$ cat src/rtl/spi_params.svh
`ifndef SPI_PARAMS_SVH
`define SPI_PARAMS_SVH

// SPI frame widths
`define SPI_CMD_WIDTH 12
`define SPI_READ_WIDTH 8

// clk cycles per SCLK half period
`define SPI_CLK_DIV 4

// Entries in each of the command and read FIFOs
`define FIFO_DEPTH 4

`define WB_DATA_WIDTH 16

`endif
$ cat src/rtl/spi_pkg.sv
`include "spi_params.svh"

package spi_pkg;

  // Command word as seen on mosi, rw is sent first
  typedef struct packed {
    logic                        rw;   // 1 = write, 0 = read
    logic [2:0]                  addr;
    logic [`SPI_CMD_WIDTH-5:0]   data;
  } cmd_t;

  typedef logic [`SPI_READ_WIDTH-1:0] read_t;

  // Wishbone register map
  typedef enum logic [1:0] {
    REG_CMD    = 2'd0,
    REG_STATUS = 2'd1,
    REG_RDATA  = 2'd2
  } wb_reg_e;

endpackage

$ cat src/rtl/spi_wb_top.sv
`timescale 1ns/100ps
`include "spi_params.svh"

module spi_wb_top (
  input  logic                      clk,
  input  logic                      rst_n,
  input  logic                      wb_cyc,
  input  logic                      wb_stb,
  input  logic                      wb_we,
  input  spi_pkg::wb_reg_e          wb_adr,
  input  logic [`WB_DATA_WIDTH-1:0] wb_dat_i,
  output logic [`WB_DATA_WIDTH-1:0] wb_dat_o,
  output logic                      wb_ack,
  output logic                      sclk,
  output logic                      cs,
  output logic                      mosi,
  input  logic                      miso
);

  import spi_pkg::*;

  cmd_t       cmd_wdata;
  cmd_t       cmd_head;
  read_t      rd_head;
  read_t      rx_byte;
  logic       cmd_push;
  logic       cmd_pop;
  logic       cmd_full;
  logic       cmd_empty;
  logic       rd_push;
  logic       rd_pop;
  logic       rd_full;
  logic       rd_empty;
  logic       busy;
  logic       load;
  logic       sclk_en;
  logic       capture;
  logic       rise_stb;
  logic       fall_stb;
  logic [4:0] bit_cnt;

  wb_spi_regs u_regs (
    .clk, .rst_n, .wb_cyc, .wb_stb, .wb_we, .wb_adr, .wb_dat_i, .wb_dat_o, .wb_ack,
    .cmd_push, .cmd_data(cmd_wdata), .cmd_full, .cmd_empty, .rd_full, .rd_empty,
    .busy, .rd_pop, .rd_data(rd_head)
  );

  sync_fifo #(.payload_t(cmd_t), .DEPTH(`FIFO_DEPTH)) u_cmd_fifo (
    .clk, .rst_n, .push(cmd_push), .push_data(cmd_wdata), .full(cmd_full),
    .pop(cmd_pop), .pop_data(cmd_head), .empty(cmd_empty)
  );

  sync_fifo #(.payload_t(read_t), .DEPTH(`FIFO_DEPTH)) u_rd_fifo (
    .clk, .rst_n, .push(rd_push), .push_data(rx_byte), .full(rd_full),
    .pop(rd_pop), .pop_data(rd_head), .empty(rd_empty)
  );

  spi_sclk_gen u_sclk (.clk, .rst_n, .sclk_en, .sclk, .rise_stb, .fall_stb);

  // Shifter loads straight from the FIFO head at the pop
  spi_shifter u_shift (
    .clk, .rst_n, .load, .load_word(cmd_head), .fall_stb, .rise_stb, .capture,
    .miso, .mosi, .bit_cnt, .rx_byte
  );

  spi_frame_ctrl u_frame (
    .clk, .rst_n, .cmd_empty, .cmd_head, .cmd_pop, .rd_full, .rd_push, .load,
    .sclk_en, .capture, .rise_stb, .fall_stb, .bit_cnt, .cs, .busy
  );

endmodule

$ cat src/rtl/spi_frame_ctrl.sv
`timescale 1ns/100ps
`include "spi_params.svh"

module spi_frame_ctrl (
  input  logic          clk,
  input  logic          rst_n,
  input  logic          cmd_empty,
  input  spi_pkg::cmd_t cmd_head,
  output logic          cmd_pop,
  input  logic          rd_full,
  output logic          rd_push,
  output logic          load,
  output logic          sclk_en,
  output logic          capture,
  input  logic          rise_stb,
  input  logic          fall_stb,
  input  logic [4:0]    bit_cnt,
  output logic          cs,
  output logic          busy
);

  import spi_pkg::*;

  localparam int HALF   = `SPI_CLK_DIV;
  localparam int WW     = $clog2(2 * HALF + 1);
  localparam int W_BITS = `SPI_CMD_WIDTH;
  localparam int R_BITS = `SPI_CMD_WIDTH + `SPI_READ_WIDTH;

  typedef enum logic [3:0] {
    IDLE, JUDGE, W_START, W_DATA, W_FINISH, R_START, WR_DATA, RR_DATA, R_FINISH
  } state_e;

  state_e        state;
  state_e        state_nx;
  logic          cur_rw;
  logic [WW-1:0] wait_cnt;
  logic          in_finish;
  logic          finish_done;

  assign in_finish   = (state == W_FINISH) || (state == R_FINISH);
  assign finish_done = (wait_cnt == WW'(2 * HALF - 1)); // cs low half, then cs high half

  always_ff @(posedge clk or negedge rst_n)
  begin
    if (!rst_n)
    begin
      state    <= IDLE;
      cur_rw   <= 1'b0;
      wait_cnt <= '0;
    end
    else
    begin
      state <= state_nx;
      if (cmd_pop)
        cur_rw <= cmd_head.rw; // Head moves on after the pop
      wait_cnt <= in_finish ? wait_cnt + 1'b1 : '0;
    end
  end

  always_comb
  begin
    state_nx = state;
    case (state)
      IDLE:     if (!cmd_empty) state_nx = JUDGE;
      JUDGE:
      begin
        if (cur_rw)
          state_nx = W_START;
        else if (!rd_full)
          state_nx = R_START; // Room must exist for the byte
      end
      W_START:  if (rise_stb) state_nx = W_DATA;
      W_DATA:   if (bit_cnt == 5'(W_BITS) && fall_stb) state_nx = W_FINISH;
      W_FINISH: if (finish_done) state_nx = IDLE;
      R_START:  if (rise_stb) state_nx = WR_DATA;
      WR_DATA:  if (bit_cnt == 5'(W_BITS)) state_nx = RR_DATA;
      RR_DATA:  if (bit_cnt == 5'(R_BITS) && fall_stb) state_nx = R_FINISH;
      R_FINISH: if (finish_done) state_nx = IDLE;
      default:  state_nx = IDLE;
    endcase
  end

  assign cmd_pop = (state == IDLE) && !cmd_empty;
  assign load    = cmd_pop;
  assign sclk_en = (state == W_START) || (state == W_DATA) || (state == R_START) ||
                   (state == WR_DATA) || (state == RR_DATA);
  assign capture = (state == RR_DATA);
  assign busy    = (state != IDLE);

  // cs is released one half period into the finish state
  assign cs      = (state == IDLE) || (state == JUDGE) ||
                   (in_finish && (wait_cnt >= WW'(HALF)));
  assign rd_push = (state == R_FINISH) && (wait_cnt == WW'(HALF + 1));

  // Bit count never runs past the phase being clocked
  a_cnt_in_data: assert property (@(posedge clk) disable iff (!rst_n)
                                  (state inside {W_DATA, WR_DATA, RR_DATA}) |->
                                  (bit_cnt <= ((state == RR_DATA) ? 5'(R_BITS) : 5'(W_BITS))))
    else $error("bit count overrun in a data state");

endmodule

$ cat src/rtl/spi_shifter.sv
`timescale 1ns/100ps
`include "spi_params.svh"

module spi_shifter (
  input  logic           clk,
  input  logic           rst_n,
  input  logic           load,
  input  spi_pkg::cmd_t  load_word,
  input  logic           fall_stb,
  input  logic           rise_stb,
  input  logic           capture,
  input  logic           miso,
  output logic           mosi,
  output logic [4:0]     bit_cnt,
  output spi_pkg::read_t rx_byte
);

  import spi_pkg::*;

  logic [`SPI_CMD_WIDTH-1:0] shift_reg;

  assign mosi = shift_reg[`SPI_CMD_WIDTH-1]; // MSB first

  always_ff @(posedge clk or negedge rst_n)
  begin
    if (!rst_n)
    begin
      shift_reg <= '0;
      bit_cnt   <= '0;
    end
    else if (load)
    begin
      shift_reg <= load_word;
      bit_cnt   <= '0;
    end
    else
    begin
      // Zeros follow the command so mosi idles low in the read phase
      if (fall_stb && (bit_cnt != '0))
        shift_reg <= {shift_reg[`SPI_CMD_WIDTH-2:0], 1'b0};
      if (rise_stb)
        bit_cnt <= bit_cnt + 1'b1;
    end
  end

  always_ff @(posedge clk)
  begin
    if (load)
    begin
      rx_byte <= '0;
    end
    else if (rise_stb && capture)
    begin
      rx_byte <= {rx_byte[`SPI_READ_WIDTH-2:0], miso};
    end
  end

endmodule

$ cat src/rtl/spi_sclk_gen.sv
`timescale 1ns/100ps
`include "spi_params.svh"

module spi_sclk_gen (
  input  logic clk,
  input  logic rst_n,
  input  logic sclk_en,
  output logic sclk,
  output logic rise_stb,
  output logic fall_stb
);

  localparam int DIV = `SPI_CLK_DIV;
  localparam int CW  = $clog2(DIV + 1);

  logic [CW-1:0] cnt;
  logic          half_done;

  assign half_done = sclk_en && (cnt == CW'(DIV - 1));

  // Strobes mark the clk edge at which sclk toggles
  assign rise_stb = half_done && !sclk;
  assign fall_stb = half_done && sclk;

  always_ff @(posedge clk or negedge rst_n)
  begin
    if (!rst_n)
    begin
      cnt  <= '0;
      sclk <= 1'b0;
    end
    else if (!sclk_en)
    begin
      cnt  <= '0;  // Restart the half period for the next frame
      sclk <= 1'b0;
    end
    else if (half_done)
    begin
      cnt  <= '0;
      sclk <= ~sclk;
    end
    else
    begin
      cnt <= cnt + 1'b1;
    end
  end

  a_sclk_quiet: assert property (@(posedge clk) disable iff (!rst_n)
                                 !$past(sclk_en) |-> $stable(sclk))
    else $error("sclk moved while disabled");

endmodule

$ cat src/rtl/wb_spi_regs.sv
`timescale 1ns/100ps
`include "spi_params.svh"

module wb_spi_regs (
  input  logic                      clk,
  input  logic                      rst_n,
  input  logic                      wb_cyc,
  input  logic                      wb_stb,
  input  logic                      wb_we,
  input  spi_pkg::wb_reg_e          wb_adr,
  input  logic [`WB_DATA_WIDTH-1:0] wb_dat_i,
  output logic [`WB_DATA_WIDTH-1:0] wb_dat_o,
  output logic                      wb_ack,
  output logic                      cmd_push,
  output spi_pkg::cmd_t             cmd_data,
  input  logic                      cmd_full,
  input  logic                      cmd_empty,
  input  logic                      rd_full,
  input  logic                      rd_empty,
  input  logic                      busy,
  output logic                      rd_pop,
  input  spi_pkg::read_t            rd_data
);

  import spi_pkg::*;

  localparam int W = `WB_DATA_WIDTH;

  logic         req;
  logic         cmd_wr;
  logic         rdata_rd;
  logic [W-1:0] status_word;
  logic [W-1:0] rdata_word;

  // A new access is one that has not been acked yet
  assign req      = wb_cyc && wb_stb && !wb_ack;
  assign cmd_wr   = req && wb_we && (wb_adr == REG_CMD);
  assign rdata_rd = req && !wb_we && (wb_adr == REG_RDATA);

  assign cmd_push = cmd_wr && !cmd_full; // Held off while full
  assign cmd_data = cmd_t'(wb_dat_i[$bits(cmd_t)-1:0]);
  assign rd_pop   = rdata_rd && !rd_empty;

  assign status_word = {{(W-5){1'b0}}, busy, rd_empty, rd_full, cmd_empty, cmd_full};
  assign rdata_word  = {{(W-$bits(read_t)-1){1'b0}}, !rd_empty,
                        rd_empty ? read_t'(0) : rd_data};

  always_ff @(posedge clk or negedge rst_n)
  begin
    if (!rst_n)
      wb_ack <= 1'b0;
    else
      wb_ack <= req && !(cmd_wr && cmd_full);
  end

  always_ff @(posedge clk)
  begin
    if (req && !wb_we)
    begin
      case (wb_adr)
        REG_STATUS: wb_dat_o <= status_word;
        REG_RDATA:  wb_dat_o <= rdata_word; // Sampled at the same edge as the pop
        default:    wb_dat_o <= '0;
      endcase
    end
  end

  // Master holds cyc and stb until it sees ack
  a_ack_in_cycle: assert property (@(posedge clk) disable iff (!rst_n)
                                   wb_ack |-> wb_cyc && wb_stb)
    else $error("wb_ack outside an active bus cycle");

endmodule

$ cat src/rtl/sync_fifo.sv
`timescale 1ns/100ps

module sync_fifo #(
  parameter type payload_t = logic [7:0],
  parameter int  DEPTH     = 4
) (
  input  logic     clk,
  input  logic     rst_n,
  input  logic     push,
  input  payload_t push_data,
  output logic     full,
  input  logic     pop,
  output payload_t pop_data,
  output logic     empty
);

  localparam int AW = $clog2(DEPTH);
  localparam int CW = $clog2(DEPTH + 1);

  payload_t        mem [DEPTH];
  logic [AW-1:0]   wr_ptr;
  logic [AW-1:0]   rd_ptr;
  logic [CW-1:0]   count;
  logic            do_push;
  logic            do_pop;

  assign full     = (count == CW'(DEPTH));
  assign empty    = (count == '0);
  assign pop_data = mem[rd_ptr]; // Head is visible before the pop
  assign do_push  = push && !full;
  assign do_pop   = pop && !empty;

  always_ff @(posedge clk)
  begin
    if (do_push)
    begin
      mem[wr_ptr] <= push_data;
    end
  end

  always_ff @(posedge clk or negedge rst_n)
  begin
    if (!rst_n)
    begin
      wr_ptr <= '0;
      rd_ptr <= '0;
      count  <= '0;
    end
    else
    begin
      if (do_push)
        wr_ptr <= (wr_ptr == AW'(DEPTH - 1)) ? '0 : wr_ptr + 1'b1;
      if (do_pop)
        rd_ptr <= (rd_ptr == AW'(DEPTH - 1)) ? '0 : rd_ptr + 1'b1;
      case ({do_push, do_pop})
        2'b10:   count <= count + 1'b1;
        2'b01:   count <= count - 1'b1;
        default: count <= count;
      endcase
    end
  end

  // Producers and consumers must respect full and empty
  a_no_push_full: assert property (@(posedge clk) disable iff (!rst_n) push |-> !full)
    else $error("sync_fifo push while full");
  a_no_pop_empty: assert property (@(posedge clk) disable iff (!rst_n) pop |-> !empty)
    else $error("sync_fifo pop while empty");

endmodule

$ cat config.mk
export PLATFORM = sky130hd
export DESIGN_NAME = spi_wb_top
export DESIGN_NICKNAME = d
export VERILOG_FILES = /design/src/rtl/spi_pkg.sv /design/src/rtl/spi_wb_top.sv /design/src/rtl/spi_frame_ctrl.sv /design/src/rtl/spi_shifter.sv /design/src/rtl/spi_sclk_gen.sv /design/src/rtl/wb_spi_regs.sv /design/src/rtl/sync_fifo.sv
export VERILOG_INCLUDE_DIRS = /design/src /design/src/rtl
export SDC_FILE = /design/constraint.sdc
export NUM_CORES = 1
export LEC_CHECK = 0
export BUFFER_PORTS_ARGS = -buffer_cell sky130_fd_sc_hd__buf_2
export CORE_ASPECT_RATIO = 0.5
export CORE_MARGIN = 4
export CORE_UTILIZATION = 40
export DETAILED_ROUTE_END_ITERATION = 7
export PLACE_DENSITY = 0.64
export SKIP_LAST_GASP = 1
export SLEW_MARGIN = 5
export SYNTH_ARGS = -nofsm -noshare
export SYNTH_HDL_FRONTEND = slang
export SYNTH_HIERARCHICAL = 1
export SYNTH_SLANG_ARGS = --single-unit
$ cat constraint.sdc
create_clock -name clk -period 4.94 [get_ports clk]
set_clock_uncertainty 0.1 [all_clocks]
set_input_delay 0 -clock clk [delete_from_list [all_inputs] [get_ports clk]]
set_output_delay 0 -clock clk [all_outputs]
set_load 0.01 [all_outputs]
## Word-level counts from Yosys, hierarchy flattened

Memories as Yosys holds them, arrays and structs flattened.
Index checks and enable logic that the tools add are counted.

- Bits in registers: 69
- Bits in latches: 0
- Memory bits (writable): 80
- Memory bits (read-only): 0
- Input port bits: 24
- Output and inout port bits: 20
- Logic and storage cells: 147
- Memories: 2

- Add/sub/neg operators: 11
- Multiply operators: 0
- Divide/modulo/power cells: 0
- Order comparisons: 1
- Eq/ne operators: 34
- Shift-type cells: 0
- Muxes and demuxes: 31
- Bitwise operators: 1
- Reduce and logical (&&, ||, !) cells: 51

Memories:

| name | words | bits a word | read ports | clocked after Yosys merged registers in | write ports | RTL line | RTL |
|---|---|---|---|---|---|---|---|
| u_cmd_fifo.mem | 4 | 12 | 1 | 0 | 1 | sync_fifo.sv:20 | `payload_t mem [DEPTH];` |
| u_rd_fifo.mem | 4 | 8 | 1 | 0 | 1 | sync_fifo.sv:20 |  |

Operators by type and width:

| operator | count |
|---|---|
| $mux W4 | 10 |
| $pmux W4 S8 | 1 |
| $eq A4 B3 Y1 const B | 6 |
| $logic_and A1 B1 Y1 | 24 |
| $mux W12 | 2 |
| $pmux W9 S2 | 1 |
| $eq A2 B2 Y1 const B | 7 |
| $pmux W3 S2 | 2 |
| $mux W5 | 2 |
| $add A3 B1 Y3 const B | 3 |
| $add A2 B1 Y2 const B | 4 |
| $eq A4 B2 Y1 const B | 2 |
| $logic_not A1 Y1 | 8 |
| $mux W2 | 4 |
| $mux W8 | 1 |
| $ne A2 B1 Y1 const B | 4 |
| $ne A2 B2 Y1 const B | 4 |
| $reduce_and A8 Y1 | 1 |
| $reduce_bool A2 Y1 | 4 |
| $logic_or A1 B1 Y1 | 7 |
| $eq A2 B1 Y1 const B | 3 |
| $eq A3 B3 Y1 const B | 2 |
| $logic_not A3 Y1 | 2 |
| $mux W1 | 6 |
| other kinds (17) | 19 |

## Logic depth before layout (Yosys ltp)

Gate-level depths: netlist of run 1.

- Depth in word-level cells: 10
- Mapped depth: 12
- Mapped depth without buffers: 12

## Hierarchy

Netlist of run 1, hierarchy kept.

By module, submodules not included:

| module | instances | cells each | area an instance (um2) | seq. area each (um2) |
|---|---|---|---|---|
| sync_fifo (u_cmd_fifo) | 1 | 103 | 2240.9 | 1616.6 |
| sync_fifo (u_rd_fifo) | 1 | 83 | 1635.3 | 1136.1 |
| spi_shifter | 1 | 127 | 1148.6 | 585.6 |
| spi_frame_ctrl | 1 | 74 | 689.4 | 225.2 |
| wb_spi_regs | 1 | 55 | 643.1 | 295.3 |
| spi_sclk_gen | 1 | 15 | 177.7 | 100.1 |

## Worst setup path before layout of run 1

Ideal clock, no wire load.

- Kind: register to register
- Start point: reg u_frame.state[2]
- End point: reg u_frame.state[2]
- Library setup time: 125 ps
- Arrival time: 2261 ps
- Required time: 4715 ps
- Slack: 2454 ps
- Stages on the path, launching flop included: 11
- Buffers on the path: 1
- Clock period less this slack: 2486 ps
- Cell sequence: dfrtp_1 -> buf_6 -> and2_1 -> nor2_1 -> nor2_1 -> and3_1 -> and4bb_1 -> nand3b_1 -> a41oi_2 -> nor4b_4 -> mux2_4

- Cells in the longest elaborated chain, start to end: 10
- Elaborated cells on any way between the ends: 29
- Classes of those cells: eq/ne: 16; mux: 1; reduce/logical: 12

Ends and longest elaborated chain:

| element | RTL line | RTL |
|---|---|---|
| from (decl) | spi_frame_ctrl.sv:33 | `state_e state;` |
| from (signal assigned) | spi_frame_ctrl.sv:53 | `state <= state_nx;` |
| $eq A4 B2 Y1 | spi_frame_ctrl.sv:85 | `assign sclk_en = (state == W_START) \|\| (state == W_DATA) \|\| (state == R_START) \|\|` |
| $logic_or A1 B1 Y1 (3 in series) | spi_frame_ctrl.sv:85 |  |
| $logic_or A1 B1 Y1 * | spi_frame_ctrl.sv:86 | `(state == WR_DATA) \|\| (state == RR_DATA);` |
| named net sclk_en | spi_wb_top.sv:36 | `logic sclk_en;` |
| $logic_and A1 B1 Y1 * | spi_sclk_gen.sv:19 | `assign half_done = sclk_en && (cnt == CW'(DIV - 1));` |
| $logic_and A1 B1 Y1 * | spi_sclk_gen.sv:23 | `assign fall_stb = half_done && sclk;` |
| named net fall_stb | spi_wb_top.sv:39 | `logic fall_stb;` |
| $logic_and A1 B1 Y1 (on tied branches) | spi_frame_ctrl.sv:73, spi_frame_ctrl.sv:77 |  |
| $ne A2 B1 Y1 (no line) | n/a |  |
| $reduce_and A8 Y1 (no line) * | n/a |  |

The timed path passes the listed nets; every way through them passes the cells marked *.
A chain may end at the register's enable or synchronous reset.

## Worst setup path after layout of run 1

- Start point: reg u_frame.state[0]
- End point: reg u_frame.state[3]

Same word-level chain as after synthesis.

==> impl_results.md, run 1 <==
- Main flop type after synthesis: edfxtp_1
- Hpwl dp: 7.065 mm
- Status: finished, final reports clean
- Worst slack, placed: 1.780 ns
- Row Count: 32
- Combinational fraction of design power: 25.2%
- Number of library cell types mapped by synthesis: 58
- Cell Int Power: 2.629 mW
- Post-Route Utilization: 47.51%
- Max reg flops: 48
- Router iterations before antenna repair: 4
- Post-synth EDFFs: 89
- TritonCTS clock tree: yes
- CP Cell Sequence: and2_1 > nor2_1 > nor2_1 > and3_1 > and4bb_1 > nand3b_1 > a41oi_2 > nor4b_4 > mux2_4
- RSZ-0062 raised after global routing: no
- WP data required: 5.13 ns
- Post-synthesis sequential area ratio: 60.58%
- Yosys reg bits: 142
- Final Setup Violations: 0
- Async set-reset flop share out of synthesis: 31.69%
- GRT Total Usage: 12.62%
- Endpoints failing hold: 0
- Clk pwr share: 31.3%
- Leakage power: 2.859 nW
- Startpoint class of the critical path: register
- First-pass GRT wire length: 18.44 mm
- Sequential share of power: 43.5%
- Die area: 0.01857 mm^2
- Filler Cell Count: 1,382
- Cells after DPL: 680
- CP max stage cell: dfrtp_1
- Gr ovfl total: 0
- Area Growth Syn to Fin: 14.11%
- # port buffers: 32
- Setup_tns: 0 ns
- Post-CTS setup buffer count: 0
- Ys Warns: 6
- Clock Tree Root: clkbuf_16
- Nets: 541
- Commonest non-fill, non-tap cell in the layout: edfxtp_1
- Fin. max-slew vios: 0
- Hold Slack: 0.01266 ns
- CTS Buffer Depth: 2
- Mapped Cells: 457
- Crit path kind: reg -> reg
- Top cell type's share of synthesized area: 40.90%
- DR DRC count: 0
- Fmax achieved: 312.5 MHz
- Maximum VDD drop: 0.2507 mV
- Share of cells above drive strength 1: 22.64%
- Finished Cell Area: 0.007457 mm^2
- Fin crit share: 64.77%
- Core area: 0.01570 mm^2
- Number of global-route vias before repair: 3,635
- Hold Path Origin: wb_cyc
- Initial Util: 41.64%
- DRT Wirelength: 10.99 mm
- Setup ws final: 1.740 ns
- Antenna viol nets, final: 0
- Total CTS buffers: 17
- Worst reg-to-reg path cell count: 9
- Tot Pwr: 3.742 mW
- Cell Pwr Density: 501.8 mW/mm^2
- DR vias/cell: 4.901
- Antenna violations before repair: 0
- Worst flop-to-flop path endpoint: u_frame/state[3]
- Post-place instance area: 0.006740 mm^2
- Largest cells by area after synthesis: edfxtp_1 41%, dfrtp_1 17%, mux4_2 5.5%
- Net Sw Frac: 29.74%
- Io pins: 44
- DIE HEIGHT: 98.38 um
- Routability Congestion: 0.7734
- Worst-margin pin slew: 1.088 ns
- Mapped cell area: 0.006535 mm^2
- Max cap viols: 0
- Net Sw Power: 1.113 mW
- Largest net degree at the start of global routing: 46
- Htree depth: 4
- Avg WL per Cell: 15.07 um
- Syn Area/Cell: 14.30 um^2
- Slew margin rel.: 26.91%
- Clk slew on worst S/H paths: 0.06 ns
- R2r setup slk: 1.74 ns
- WHS Path Cells: 3
- Worst min path class: in -> reg
- CTS sink cnt: 142
- Crit end category: register
- Worst-Skew Late Latency: 0.41 ns
- Synth area leader: edfxtp_1
- Critical Path Max Stage Delay: 0.54 ns
- Hold endpoint: u_regs/wb_dat_o[7]
- CP max FO: 13
- Fin cells: 729
- Final min period: 3.200 ns
- Die X: 188.8 um
- Via count: 3,573
- RR Startpoint: u_frame/state[0]
- Most frequent cells in the layout: 89 x edfxtp_1, 45 x dfrtp_1, 32 x buf_2, 26 x nor2_1, 23 x a21oi_1
- DR iter-0 viols: 217
- Critical Path Most Common Cell: nor2_1
- WP data arrival: 3.39 ns
- Ant. Diodes: 0
[kinds of logic after synthesis]
family / count (synthesis) / share of synthesized area (%)
flops: 142 / 60.58
simple gates: 120 / 11.72
compound gates: 62 / 5.840
buf+inv: 62 / 5.591
mux: 35 / 10.03
fa+ha+maj: 22 / 4.442
xor+xnor: 13 / 1.742
other cells: 1 / 0.05738
[power by group through the flow]
| stage | Sequential (mW) | Clock, mW | Combinational [mW] |
|---|---|---|---|
| after detailed placement | 1.66 | 0 | 0.941 |
| after CTS | 1.63 | 1.20 | 0.957 |
| after global routing | 1.66 | 1.25 | 1.06 |
| final | 1.63 | 1.17 | 0.945 |
| after floorplan | 1.52 | 0 | 0.923 |
| after global placement | 1.65 | 0 | 0.920 |
[critical path: cells and delay by family (launching register included)]
family | cells | cell delay (ns)
flip-flops | 1 | 0.54
AND/OR/NAND/NOR | 7 | 1.86
AO/OA/AOI/OAI | 1 | 0.25
multiplexers | 1 | 0.33
[how the worst max path moves through the flow]
stage,start,to,slack [ns],depth (start not counted)
after floorplan,u_frame/state[2],u_frame/state[2],2.45,10
after global placement,u_frame/state[0],u_frame/state[2],1.81,9
final,u_frame/state[0],u_frame/state[3],1.74,9
after detailed placement,u_frame/state[0],u_frame/state[2],1.78,9
after CTS,u_frame/state[0],u_frame/state[3],1.76,9
after global routing,u_frame/state[0],u_frame/state[3],1.55,9
[cell type report]
type	count	area [um^2]	area share [%]
clock buffers	23	478.0	6.409
clock inverters	9	68.82	0.9228
inverters	23	86.33	1.158
multi-input cells	259	2236	29.98
flip-flops and latches	142	3959	53.09
well taps	221	276.5	3.708
repair buffers	52	352.8	4.732
[repair_timing]
action                    CTS  global route
hold endpoints to repair  106             0
hold buffers               17             0
resized for setup           0             0
[cells in the mapped netlist, types with 11 or more instances]
cell      count
a21oi_1      23
a31oi_1      13
buf_4        21
dfrtp_1      45
edfxtp_1     89
ha_1         20
inv_1        22
mux4_2       16
nand2_1      21
nand3_1      11
nor2_1       27
nor2b_1      12
o21ai_0      15
[metal layers]
layer | global-route usage, % | up-vias | routed length, um
met4 | 5.204 | 0 | 117
met3 | 3.286 | 8 | 424
li1 | - | 1729 | -
met2 | 19.60 | 54 | 5159
met1 | 17.04 | 1782 | 5284
met5 | 0 | - | 0
Power figures use the tool's default switching activity.
==> inputs of run 2 (changes only) <==
Clock period 4.94 ns to 3.2 ns, I/O delays scaled along.
==> run 2 against run 1 <==
  * Combinational power increased by 61%
  * Routed wire length increased by 0.41%
  * Worst setup slack got worse by 1.4 ns
  * Core utilization increased by 0.56 points
  * Worst hold slack improved by 0.0040 ns
  * Sequential cell count unchanged
  * Clock-buffer cell count decreased by 5
  * Global-route usage increased by 0.24 points
  * Non-clock buffer count increased by 7
  * First-iteration DRC count increased by 24%
  * Die area unchanged
  * Sequential share of layout area decreased by 0.62 points
==> impl_results.md, run 2 (synthesis results as in run 1) <==
- Status: finished, final reports clean
- Max reg flops: 48 (unchanged)
- Fin. max-slew vios: 0 (unchanged)
- Commonest non-fill, non-tap cell in the layout: edfxtp_1
- RSZ-0062 raised after global routing: no
- Maximum VDD drop: 0.4145 mV (+65%)
- Fin cells: 736 (+0.96%)
- Most frequent cells in the layout: 89 x edfxtp_1, 45 x dfrtp_1, 32 x buf_2, 26 x nor2_1, 23 x a21oi_1
- Crit path kind: reg -> reg
- Fmax achieved: 355.1 MHz (+14%)
- Sequential share of power: 41.9% (-1.6 points)
- First-pass GRT wire length: 18.56 mm (+0.68%)
- Clock Tree Root: clkbuf_16
- Startpoint class of the critical path: register
- TritonCTS clock tree: yes
- Io pins: 44 (unchanged)
- Hold Path Origin: wb_cyc
- Met1 WL: 5.386 mm (+1.9%)
- Hpwl dp: 7.234 mm (+2.4%)
- Cells after DPL: 686 (+0.88%)
- Antenna viol nets, final: 0 (unchanged)
- Htree depth: 4 (unchanged)
- Routability Congestion: 0.7844 (+1.4%)
- CTS resizes: 0 (unchanged)
- Filler Cell Count: 1,378 (-0.29%)
- RR Startpoint: u_frame/state[0]
- Worst-Skew Late Latency: 0.42 ns (about the same)
- WP data required: 3.40 ns (-1.73 ns)
- Setup_tns: 0 ns (unchanged)
- Cell Int Power: 4.172 mW (+59%)
- Net Sw Power: 1.764 mW (+58%)
- Uppermost routed layer: met4
- DR iter-0 viols: 269 (+24%)
- Endpoints failing hold: 0 (unchanged)
- GRT Total Usage: 12.85% (+0.24 points)
- Die X: 188.8 um (unchanged)
- Post-CTS Hold Buffers: 18 (+1)
- Worst reg-to-reg path cell count: 9 (unchanged)
- Leakage power: 2.892 nW (+1.1%)
- CTS Buffer Depth: 2 (unchanged)
- Tot Pwr: 5.936 mW (+59%)
- DRT Wirelength: 11.03 mm (+0.41%)
- Met3 Wirelength: 475 um (+12%)
- CP max FO: 11 (-2)
- WP data arrival: 3.02 ns (-0.37 ns)
- Ant. Diodes: 0 (unchanged)
- Router iterations before antenna repair: 5 (+1)
- Worst flop-to-flop path endpoint: u_frame/state[2]
- CTS sink cnt: 142 (unchanged)
- Final Setup Violations: 0 (unchanged)
- Avg WL per Cell: 14.99 um (-0.55%)
- Slew margin rel.: 28.94% (+2.0 points)
- DR vias/cell: 4.833 (-1.4%)
- Core area: 0.01570 mm^2 (unchanged)
- Die area: 0.01857 mm^2 (unchanged)
- Largest net degree at the start of global routing: 46 (unchanged)
- Via count: 3,557 (-0.45%)
- Clk pwr share: 32.5% (+1.2 points)
- R2r setup slk: 0.38 ns (-1.36 ns)
- Max cap viols: 0 (unchanged)
- Combinational fraction of design power: 25.6% (+0.4 points)
- Hold endpoint: u_regs/wb_dat_o[2]
- Gr ovfl total: 0 (unchanged)
- Clk slew on worst S/H paths: 0.06 ns (about the same)
- # port buffers: 32 (unchanged)
- Nets: 548 (+1.3%)
- Worst-margin pin slew: 1.066 ns (-0.02196 ns)
- Final min period: 2.816 ns (-0.3834 ns)
- Worst min path class: in -> reg
- Row Count: 32 (unchanged)
- Post-CTS setup buffer count: 0 (unchanged)
- DR DRC count: 0 (unchanged)
- WHS Path Cells: 4 (+1)
- Crit end category: register
- Cell Pwr Density: 786.8 mW/mm^2 (+57%)
- Initial Util: 41.64% (unchanged)
- Number of global-route vias before repair: 3,583 (-1.4%)
- Antenna violations before repair: 0 (unchanged)
- Area Growth Syn to Fin: 15.45%
- Fin crit share: 88.01% (+23 points)
- DIE HEIGHT: 98.38 um (unchanged)
- Share of cells above drive strength 1: 23.69% (+1.1 points)
- Net Sw Frac: 29.71% (-0.031 points)
- Wire length on met2: 5.048 mm (-2.2%)
- Total CTS buffers: 17 (unchanged)
-- run 2: cell types whose count changed in the layout (fill, tap and decap cells not counted), sizes merged --
cell and delta:
buf +6, clkbuf -5, clkinvlp +3, bufinv +2, dlygate4sd3 +1
-- run 2: through the flow --
stage	hold WS [ns]	utilization (%)	cell area (um^2)	setup WS, ns
2_1_floorplan	-0.3956	-	6558	0.7137
3_3_place_gp	0.1144	43.23	6785	0.4327
3_5_place_dp	0.1216	43.23	6785	0.3913
4_1_cts	0.003596	48.07	7545	0.3777
5_1_grt	0.02465	48.07	7545	0.1781
6_report	0.01670	48.07	7545	0.3837
-- run 2: metal layers --
layer / GRT usage, % / vias to the layer above
met2: 19.60 / 66
li1: - / 1741
met4: 4.701 / 0
met3: 3.929 / 10
met5: 0 / -
met1: 17.53 / 1740
-- run 2: layout make-up --
class | instances | area (um^2) | share of cell area (%)
Sequential cell | 142 | 3959 | 52.47
Multi-Input combinational cell | 259 | 2236 | 29.64
Inverter | 23 | 86.33 | 1.144
Clock buffer | 18 | 429.2 | 5.688
Tap cell | 221 | 276.5 | 3.665
Timing Repair Buffer | 59 | 407.9 | 5.406
Clock inverter | 14 | 150.1 | 1.990
-- run 2: worst max-delay path, cell delays in order, from the launching register on --
cell      delay [ns]
dfrtp_1         0.55
and2_1          0.22
nor2_1          0.05
nor2_1          0.25
and3_1          0.23
and4bb_1        0.22
nand3b_1        0.09
a41oi_2         0.26
nor4b_4         0.39
mux2_4          0.33
-- run 2: worst max path at each step --
stage / from / slack (ns) / endpoint
global route: u_frame/state[0] / 0.18 / u_frame/state[2]
floorplan: u_frame/state[2] / 0.71 / u_frame/state[2]
global placement: u_frame/state[0] / 0.43 / u_frame/state[2]
CTS: u_frame/state[0] / 0.38 / u_frame/state[3]
finish: u_frame/state[0] / 0.38 / u_frame/state[2]
detailed placement: u_frame/state[0] / 0.39 / u_frame/state[2]
-- run 2: power by group through the flow --
stage	Clock (mW)	Combinational [mW]	Sequential (mW)
2_1_floorplan	0	1.42	2.35
3_3_place_gp	0	1.48	2.51
3_5_place_dp	0	1.52	2.53
4_1_cts	1.98	1.55	2.49
5_1_grt	2.07	1.71	2.54
6_report	1.93	1.52	2.49
